===== src/riscv_v_cfg.svh =====
// Datapath sizing for the vector logic lane
// The datapath is one word of NUM_BYTES byte blocks, with no sequencing across words
// OSIZE_BITS is log2(NUM_BYTES) + 1 and must track NUM_BYTES

`ifndef RISCV_V_CFG_SVH
`define RISCV_V_CFG_SVH

// Number of byte blocks in one datapath word
`define RISCV_V_NUM_BYTES 8

// Width of one byte block
`define RISCV_V_BYTE_WIDTH 8

// Width of the reduction fold code
// One bit per fold distance up to the largest element size
`define RISCV_V_OSIZE_BITS 4

`endif

===== src/riscv_v_pkg.sv =====
// Datapath types shared by the lane blocks and the top level
// Byte 0 of a word is the least significant byte
// Valid masks carry one bit per byte block

package riscv_v_pkg;

`include "riscv_v_cfg.svh"

    // One byte block
    typedef logic [`RISCV_V_BYTE_WIDTH-1:0] riscv_v_byte_t;

    // Full datapath word as an array of bytes
    typedef riscv_v_byte_t [`RISCV_V_NUM_BYTES-1:0] riscv_v_src_byte_vector_t;

    // Operand word with its per-byte valid mask
    typedef struct packed {
        riscv_v_src_byte_vector_t        data;
        logic [`RISCV_V_NUM_BYTES-1:0]   valid;
    } riscv_v_alu_data_t;

    // Reduction fold code
    // Bit k set when a reduction folds across a byte distance of 2**k
    //   SEW8  -> 4'b0111
    //   SEW16 -> 4'b0110
    //   SEW32 -> 4'b0100
    //   SEW64 -> 4'b0000
    // The lowest set bit gives the element size in bytes
    typedef logic [`RISCV_V_OSIZE_BITS-1:0] osize_vector_t;

endpackage : riscv_v_pkg


===== src/riscv_v_op_pkg.sv =====
// Operation types for the vector logic unit
// Only the logic and logic-reduction opcodes exist, other vector ops are not decoded
// Codes outside the opcode enum produce an all-zero result

package riscv_v_op_pkg;

`include "riscv_v_cfg.svh"

    import riscv_v_pkg::*;

    typedef enum logic [2:0] {
        VAND    = 3'd0,
        VOR     = 3'd1,
        VXOR    = 3'd2,
        VREDAND = 3'd3,
        VREDOR  = 3'd4,
        VREDXOR = 3'd5
    } riscv_v_opcode_e;

    // Element width
    typedef enum logic [1:0] {
        SEW8  = 2'd0,
        SEW16 = 2'd1,
        SEW32 = 2'd2,
        SEW64 = 2'd3
    } riscv_v_sew_e;

    // Request from the source side
    // For reductions element 0 of srca is the scalar operand
    typedef struct packed {
        riscv_v_opcode_e   opcode;
        riscv_v_sew_e      sew;
        riscv_v_alu_data_t srca;
        riscv_v_alu_data_t srcb;
    } riscv_v_logic_req_t;

    // Response to the sink side
    typedef struct packed {
        riscv_v_src_byte_vector_t      result;
        logic [`RISCV_V_NUM_BYTES-1:0] valid;
    } riscv_v_logic_rsp_t;

    // Decoded request held in the first pipeline stage
    typedef struct packed {
        logic                          is_and;
        logic                          is_or;
        logic                          is_xor;
        logic                          is_reduct;
        osize_vector_t                 osize_vector;
        riscv_v_alu_data_t             srca;
        riscv_v_alu_data_t             srcb;
        logic [`RISCV_V_NUM_BYTES-1:0] res_mask;
    } riscv_v_logic_ctrl_t;

endpackage : riscv_v_op_pkg


===== src/riscv_v_logic_unit.sv =====
// Two-stage vector logic unit with valid/ready on request and response sides
// One request per cycle, at most two in flight, responses in request order
// Bytes outside the result mask are returned as zero

`include "riscv_v_cfg.svh"

module riscv_v_logic_unit
    import riscv_v_pkg::*;
    import riscv_v_op_pkg::*;
(
    input  logic               clk,
    input  logic               rst_n,
    input  logic               req_valid,
    output logic               req_ready,
    input  riscv_v_logic_req_t req,
    output logic               rsp_valid,
    input  logic               rsp_ready,
    output riscv_v_logic_rsp_t rsp
);

    riscv_v_logic_ctrl_t      dec;
    riscv_v_logic_ctrl_t      s1_q;
    logic                     s1_valid;
    logic                     s2_valid;
    logic                     s1_load;
    logic                     s2_load;
    riscv_v_src_byte_vector_t and_res;
    riscv_v_src_byte_vector_t orx_res;
    riscv_v_src_byte_vector_t lane_res;
    riscv_v_logic_rsp_t       rsp_d;

    // Opcode and SEW decode
    always_comb begin
        dec      = '0;
        dec.srca = req.srca;
        dec.srcb = req.srcb;
        case (req.opcode)
            VAND:    dec.is_and = 1'b1;
            VOR:     dec.is_or  = 1'b1;
            VXOR:    dec.is_xor = 1'b1;
            VREDAND: {dec.is_reduct, dec.is_and} = 2'b11;
            VREDOR:  {dec.is_reduct, dec.is_or}  = 2'b11;
            VREDXOR: {dec.is_reduct, dec.is_xor} = 2'b11;
            default: dec.is_reduct = 1'b0;
        endcase

        case (req.sew)
            SEW8:    dec.osize_vector = 4'b0111;
            SEW16:   dec.osize_vector = 4'b0110;
            SEW32:   dec.osize_vector = 4'b0100;
            default: dec.osize_vector = 4'b0000;
        endcase

        // Reductions return only the lowest element
        if (dec.is_reduct) begin
            case (req.sew)
                SEW8:    dec.res_mask = 8'h01;
                SEW16:   dec.res_mask = 8'h03;
                SEW32:   dec.res_mask = 8'h0f;
                default: dec.res_mask = 8'hff;
            endcase
        end else begin
            dec.res_mask = req.srca.valid;
        end
    end

    // Stage advance
    assign s2_load   = ~s2_valid | rsp_ready;
    assign s1_load   = ~s1_valid | s2_load;
    assign req_ready = s1_load;
    assign rsp_valid = s2_valid;

    always_ff @(posedge clk or negedge rst_n) begin
        if (!rst_n) begin
            s1_valid <= 1'b0;
            s2_valid <= 1'b0;
        end else begin
            if (s1_load) begin
                s1_valid <= req_valid;
            end
            if (s2_load) begin
                s2_valid <= s1_valid;
            end
        end
    end

    // Stage 1 payload
    always_ff @(posedge clk) begin
        if (s1_load && req_valid) begin
            s1_q <= dec;
        end
    end

    riscv_v_bw_and u_bw_and (
        .is_reduct    (s1_q.is_reduct),
        .is_and       (s1_q.is_and),
        .osize_vector (s1_q.osize_vector),
        .srca         (s1_q.srca),
        .srcb         (s1_q.srcb),
        .result       (and_res)
    );

    riscv_v_bw_or_xor u_bw_or_xor (
        .is_reduct    (s1_q.is_reduct),
        .is_or        (s1_q.is_or),
        .is_xor       (s1_q.is_xor),
        .osize_vector (s1_q.osize_vector),
        .srca         (s1_q.srca),
        .srcb         (s1_q.srcb),
        .result       (orx_res)
    );

    // Lanes are zero when idle, so an OR merges them
    assign lane_res = and_res | orx_res;

    always_comb begin
        for (int i = 0; i < `RISCV_V_NUM_BYTES; i++) begin
            rsp_d.result[i] = lane_res[i] & {`RISCV_V_BYTE_WIDTH{s1_q.res_mask[i]}};
        end
        rsp_d.valid = s1_q.res_mask;
    end

    // Stage 2 payload
    always_ff @(posedge clk) begin
        if (s2_load && s1_valid) begin
            rsp <= rsp_d;
        end
    end

endmodule : riscv_v_logic_unit


===== src/riscv_v_bw_or_xor.sv =====
// Combinational bitwise OR or XOR and the matching reduction
// Output is all zero when neither is_or nor is_xor is set, so it can be OR-merged
// If both selects are high the XOR wins

`include "riscv_v_cfg.svh"

module riscv_v_bw_or_xor
    import riscv_v_pkg::*;
(
    input  logic                     is_reduct,
    input  logic                     is_or,
    input  logic                     is_xor,
    input  osize_vector_t            osize_vector,
    input  riscv_v_alu_data_t        srca,
    input  riscv_v_alu_data_t        srcb,
    output riscv_v_src_byte_vector_t result
);

    localparam int NUM_BLOCKS = `RISCV_V_NUM_BYTES;
    localparam int IDX_BITS   = $clog2(NUM_BLOCKS);

    logic                           op_en;
    riscv_v_src_byte_vector_t       srca_gated;
    riscv_v_src_byte_vector_t       srcb_bw;
    logic [IDX_BITS-1:0]            lane_mask;
    logic [`RISCV_V_OSIZE_BITS-1:0] fold_sel;

    assign op_en = is_or | is_xor;

    for (genvar i = 0; i < NUM_BLOCKS; i++) begin : gen_inputs
        assign srca_gated[i] = srca.data[i] & {`RISCV_V_BYTE_WIDTH{op_en}};
        // Invalid bytes become zero, neutral for both OR and XOR
        assign srcb_bw[i]    = srcb.data[i] &
                               {`RISCV_V_BYTE_WIDTH{srcb.valid[i] & op_en}};
    end

    for (genvar b = 0; b < IDX_BITS; b++) begin : gen_lane_mask
        assign lane_mask[b] = ~(is_reduct & osize_vector[b]);
    end

    // Lowest set osize bit gives the fold distance
    always_comb begin : sel_fold
        logic lower_set;
        lower_set = 1'b0;
        for (int k = 0; k < `RISCV_V_OSIZE_BITS; k++) begin
            fold_sel[k] = osize_vector[k] & ~lower_set;
            lower_set   = lower_set | osize_vector[k];
        end
    end

    // Same fold chain as the AND lane
    // Top element blocks start from element 0 of srca, the rest take the block one element up
    always_comb begin : or_xor_chain
        riscv_v_src_byte_vector_t chain;
        riscv_v_byte_t            a_in;
        logic [IDX_BITS-1:0]      src_idx;
        chain = '0;
        for (int blk = NUM_BLOCKS - 1; blk >= 0; blk--) begin
            src_idx = IDX_BITS'(blk) & lane_mask;
            a_in    = srca_gated[src_idx];
            for (int k = 0; k < `RISCV_V_OSIZE_BITS; k++) begin
                if ((blk + (1 << k) < NUM_BLOCKS) && is_reduct && fold_sel[k]) begin
                    a_in = chain[blk + (1 << k)];
                end
            end
            if (is_xor) begin
                chain[blk] = a_in ^ srcb_bw[blk];
            end else begin
                chain[blk] = a_in | srcb_bw[blk];
            end
        end
        result = chain;
    end

endmodule : riscv_v_bw_or_xor


===== src/riscv_v_bw_and.sv =====
// Combinational bitwise AND and AND reduction over the byte blocks
// Output is all zero when is_and is low
// In a reduction only the lowest element of the result is meaningful

`include "riscv_v_cfg.svh"

module riscv_v_bw_and
    import riscv_v_pkg::*;
(
    input  logic                     is_reduct,
    input  logic                     is_and,
    input  osize_vector_t            osize_vector,
    input  riscv_v_alu_data_t        srca,
    input  riscv_v_alu_data_t        srcb,
    output riscv_v_src_byte_vector_t result
);

    localparam int NUM_BLOCKS = `RISCV_V_NUM_BYTES;
    localparam int IDX_BITS   = $clog2(NUM_BLOCKS);

    riscv_v_src_byte_vector_t      srca_gated;
    riscv_v_src_byte_vector_t      srcb_bw;
    logic [IDX_BITS-1:0]           lane_mask;
    logic [`RISCV_V_OSIZE_BITS-1:0] fold_sel;

    for (genvar i = 0; i < NUM_BLOCKS; i++) begin : gen_inputs
        assign srca_gated[i] = srca.data[i] & {`RISCV_V_BYTE_WIDTH{is_and}};
        // Invalid bytes become all ones so they drop out of the AND
        assign srcb_bw[i]    = srcb.data[i] | {`RISCV_V_BYTE_WIDTH{~srcb.valid[i]}};
    end

    // Index mask so the blocks of the top element read element 0 of srca
    for (genvar b = 0; b < IDX_BITS; b++) begin : gen_lane_mask
        assign lane_mask[b] = ~(is_reduct & osize_vector[b]);
    end

    // Fold distance is the element size, which is the lowest set osize bit
    always_comb begin : sel_fold
        logic lower_set;
        lower_set = 1'b0;
        for (int k = 0; k < `RISCV_V_OSIZE_BITS; k++) begin
            fold_sel[k] = osize_vector[k] & ~lower_set;
            lower_set   = lower_set | osize_vector[k];
        end
    end

    // Chain from the top block down
    // In a reduction each block takes the result one element above it,
    // so block 0 ends up with the scalar ANDed with every srcb element
    always_comb begin : and_chain
        riscv_v_src_byte_vector_t chain;
        riscv_v_byte_t            a_in;
        logic [IDX_BITS-1:0]      src_idx;
        chain = '0;
        for (int blk = NUM_BLOCKS - 1; blk >= 0; blk--) begin
            src_idx = IDX_BITS'(blk) & lane_mask;
            a_in    = srca_gated[src_idx];
            for (int k = 0; k < `RISCV_V_OSIZE_BITS; k++) begin
                if ((blk + (1 << k) < NUM_BLOCKS) && is_reduct && fold_sel[k]) begin
                    a_in = chain[blk + (1 << k)];
                end
            end
            chain[blk] = a_in & srcb_bw[blk];
        end
        result = chain;
    end

endmodule : riscv_v_bw_and


===== config.mk =====
export PLATFORM = sky130hd
export DESIGN_NAME = riscv_v_logic_unit
export DESIGN_NICKNAME = d
export VERILOG_FILES = /design/src/riscv_v_pkg.sv /design/src/riscv_v_op_pkg.sv /design/src/riscv_v_logic_unit.sv /design/src/riscv_v_bw_or_xor.sv /design/src/riscv_v_bw_and.sv
export VERILOG_INCLUDE_DIRS = /design/src /design/src/src
export SDC_FILE = /design/constraint.sdc
export NUM_CORES = 1
export LEC_CHECK = 0
export BUFFER_PORTS_ARGS = -buffer_cell sky130_fd_sc_hd__buf_2
export CORE_MARGIN = 3
export CORE_UTILIZATION = 45
export CTS_CLUSTER_SIZE = 30
export DETAILED_ROUTE_END_ITERATION = 12
export GPL_TIMING_DRIVEN = 0
export PLACE_DENSITY = 0.66
export SLEW_MARGIN = 20
export SYNTH_ARGS = -nofsm -noshare
export SYNTH_HDL_FRONTEND = slang
export SYNTH_SLANG_ARGS = --single-unit

===== constraint.sdc =====
create_clock -name clk -period 10.88 [get_ports clk]
set_clock_uncertainty 0.05 [all_clocks]
set_input_delay 1.088 -clock clk [delete_from_list [all_inputs] [get_ports clk]]
set_output_delay 1.088 -clock clk [all_outputs]
set_load 0.005 [all_outputs]

==> impl_metrics.ini <==
[placed_design]
placed_area_um2 = 16200
dp_cells = 2142
io_buffers = 226
place.gp.congestion = 1.07
dp_hpwl_um = 55700

[drt]
drc = 0
drt_first_pass_iters = 6
drt_first_iter_violations = 2536
wl_um = 73700
vias_per_cell = 6.99
ant_nets = 0
wire_per_inst_um = 33.8
vias = 15244

[cts]
cts_root_buf = clkbuf_16
clkTransAtPathRegs_ns = 0.06
cts_buffers = 22
postCtsSetupBuffers = 0
postCtsHoldBufs = 0
cts_tree = built
clk_latency_ns = 0.54
h-tree-depth = 1
clkSinkCount = 225
ctsLongestPathBuffers = 3

[timing]
hold_viol = 0
max_freq_mhz = 94.8
relSlewSlack_pct = 14.9
fin_crit_ns = 10.54
tns_ns = 0
finalCritPeriodShare_pct = 96.9
slew_viol_final = 0
rsz0062_at_grt = true
worst_slew_pin_slew_ns = 1.28
setup-violations-final = 0

[global_route]
grt_max_degree = 63
grt_pass1_wl_um = 102000
grt_antenna_before_repair = 1
grt_use_total_pct = 42.1
overflow = 0
grt_pass1_vias = 14775

[critical_path]
worstReg2RegEnd = rsp[8]
required_ns = 11.12
worstSetupPathType = register to register
start_kind = register
rr_worst_depth = 50
cpPeakStageDelay_ns = 0.60
startpoint = s1_q[152]
arrival_ns = 10.78
cp_slowest_cell = o21ai_0
rr_startpoint = s1_q[152]
reg2reg_slack_ns = 0.34
path_max_fanout = 10
endpoint_kind = register

[synth]
synthArstFlopShare_pct = 0.889
synth_edf_count = 223
yosysTopAreaCell = edfxtp_1
ys_seq_elements = 225
synthTopCellsByArea = edfxtp_1, nand2_1, ha_1
ys_seq_area_share_pct = 46.7
synth_area_um2 = 14400
synth.distinct_cells = 85
yosysWarnings = 0
syn_nets = 1734
yosysTopAreaCellShare_pct = 46.4
netlist_instances = 1517
ys.flop_type = edfxtp_1
syn_area_per_cell_um2 = 9.52

[cells_and_area]
post-route-util_pct = 54.7
final_area_um2 = 17000
instances_no_fill = 2180
finalNetCount = 1984
drive_above_1_share_pct = 20.2
area_growth_pct = 17.7

[pwr]
swShare_pct = 34.3
intPower_mw = 1.70
clkPwrFrac_pct = 27.8
finalPower_mw = 2.58
powerDensity_nw_per_um2 = 152
combPwrFrac_pct = 29.2
p_leak_nw = 6.53
vdd_drop_max_v = 0.000146
switchingPower_mw = 0.887
sequentialPowerShare_pct = 43.0

[die]
dieWidth_um = 185
coreArea_um2 = 31100
dieHeight_um = 185
start_util_pct = 46.5
rows = 64
die_area_um2 = 34300
io_pins = 227

[flow_run]
drv_cap = 0

[min_path]
hp-class = input pin to asynchronous set/reset pin

[run_status]
status = finished, final reports clean
[routing by layer]
metal	global-route usage (%)	vias up	wire, um
met2	61.8	1372	30900
met3	14.5	384	10400
met4	24.2	2	5170
met1	54.1	7221	27200
li1	-	6265	-
met5	1.14	-	42
[registers in the layout (all words and copies together) (netlist names)]
name and count:
rsp_d 8, rsp_valid 1, s1_q 143, rsp 72, s1_valid 1
[cell usage after synthesis (16+ instances only)]
master / instances
a211oi_1: 28
a21oi_1: 131
a221oi_1: 25
and3_1: 18
buf_1: 16
buf_2: 20
clkbuf_1: 62
edfxtp_1: 223
ha_1: 64
inv_1: 19
mux2i_1: 19
nand2_1: 225
nand2b_1: 25
nand3_1: 21
nor2_1: 131
nor2b_1: 25
nor3_1: 22
o21a_1: 35
o21ai_0: 124
o21ai_1: 17
o221ai_1: 17
o22ai_1: 19
[worst max-delay path by stage]
stage	end	slack, ns	depth (start not counted)
finish	rsp[8]	0.34	50
floorplan	rsp[9]	2.40	51
global placement	rsp[14]	-2.42	52
global route	rsp[14]	-0.09	54
detailed placement	rsp[14]	-2.25	52
CTS	rsp[14]	-0.01	53
[cell type report]
cell class / count / area, um2
antenna: 1 / 2.50
clock inverter: 16 / 95.1
tap: 396 / 495
inverter: 20 / 75.1
buffer: 106 / 542
fill: 2873 / 14100
clock buffer: 24 / 579
multi-input combinational: 1163 / 7240
sequential: 225 / 6750
timing repair buffer: 229 / 1210
[logic make-up after synthesis]
family / after synthesis / share of synthesized area [%]
DFF: 225 / 46.7
muxes: 26 / 2.10
adders and majority gates: 64 / 5.55
buffers and inverters: 129 / 3.92
and+or+nand+nor: 514 / 16.1
xor gates and xnor gates: 1 / 0.0607
AOI/OAI and AO/OA: 558 / 25.6
[layout by cell type, fill, tap and decap left out, types with 28 or more instances in the layout]
master      n
a211oi_1   28
a21oi_1   124
o21ai_0   104
edfxtp_1  223
ha_1       64
o21a_1     34
nor2_1    128
buf_2     244
nand2_1   225
clkbuf_1   47
[power groups by stage]
stage	clock network, mW	logic [mW]	registers [mW]
detailed placement	0	0.695	1.12
global placement	0	0.682	1.13
finish	0.718	0.756	1.11
floorplan	0	0.398	1.10
CTS	0.732	0.704	1.11
global route	0.764	0.796	1.11
[timing repair]
item	4_1_cts	5_1_grt
gates cloned	0	0
resized for setup	34	63
endpoints found under the setup margin	14	13
pin swaps	0	1
[per-stage QoR]
step | worst slack (ns) | hold WS (ns)
4_1_cts | -0.0132 | 0.263
6_report | 0.337 | 0.278
3_3_place_gp | -2.42 | 0.403
5_1_grt | -0.0921 | 0.271
2_1_floorplan | 2.40 | 0.374
3_5_place_dp | -2.25 | 0.388
[worst max-delay path: cells and delay by family (launching register included)]
| family | cells | cell delay [ns] |
|---|---|---|
| AO/OA/AOI/OAI | 26 | 5.67 |
| adder cells (fa/ha/maj) | 8 | 2.11 |
| buffers and inverters | 5 | 1.12 |
| flip-flops | 1 | 0.43 |
| AND/OR/NAND/NOR | 11 | 0.91 |
No activity file was read; power rests on OpenSTA's default activity.
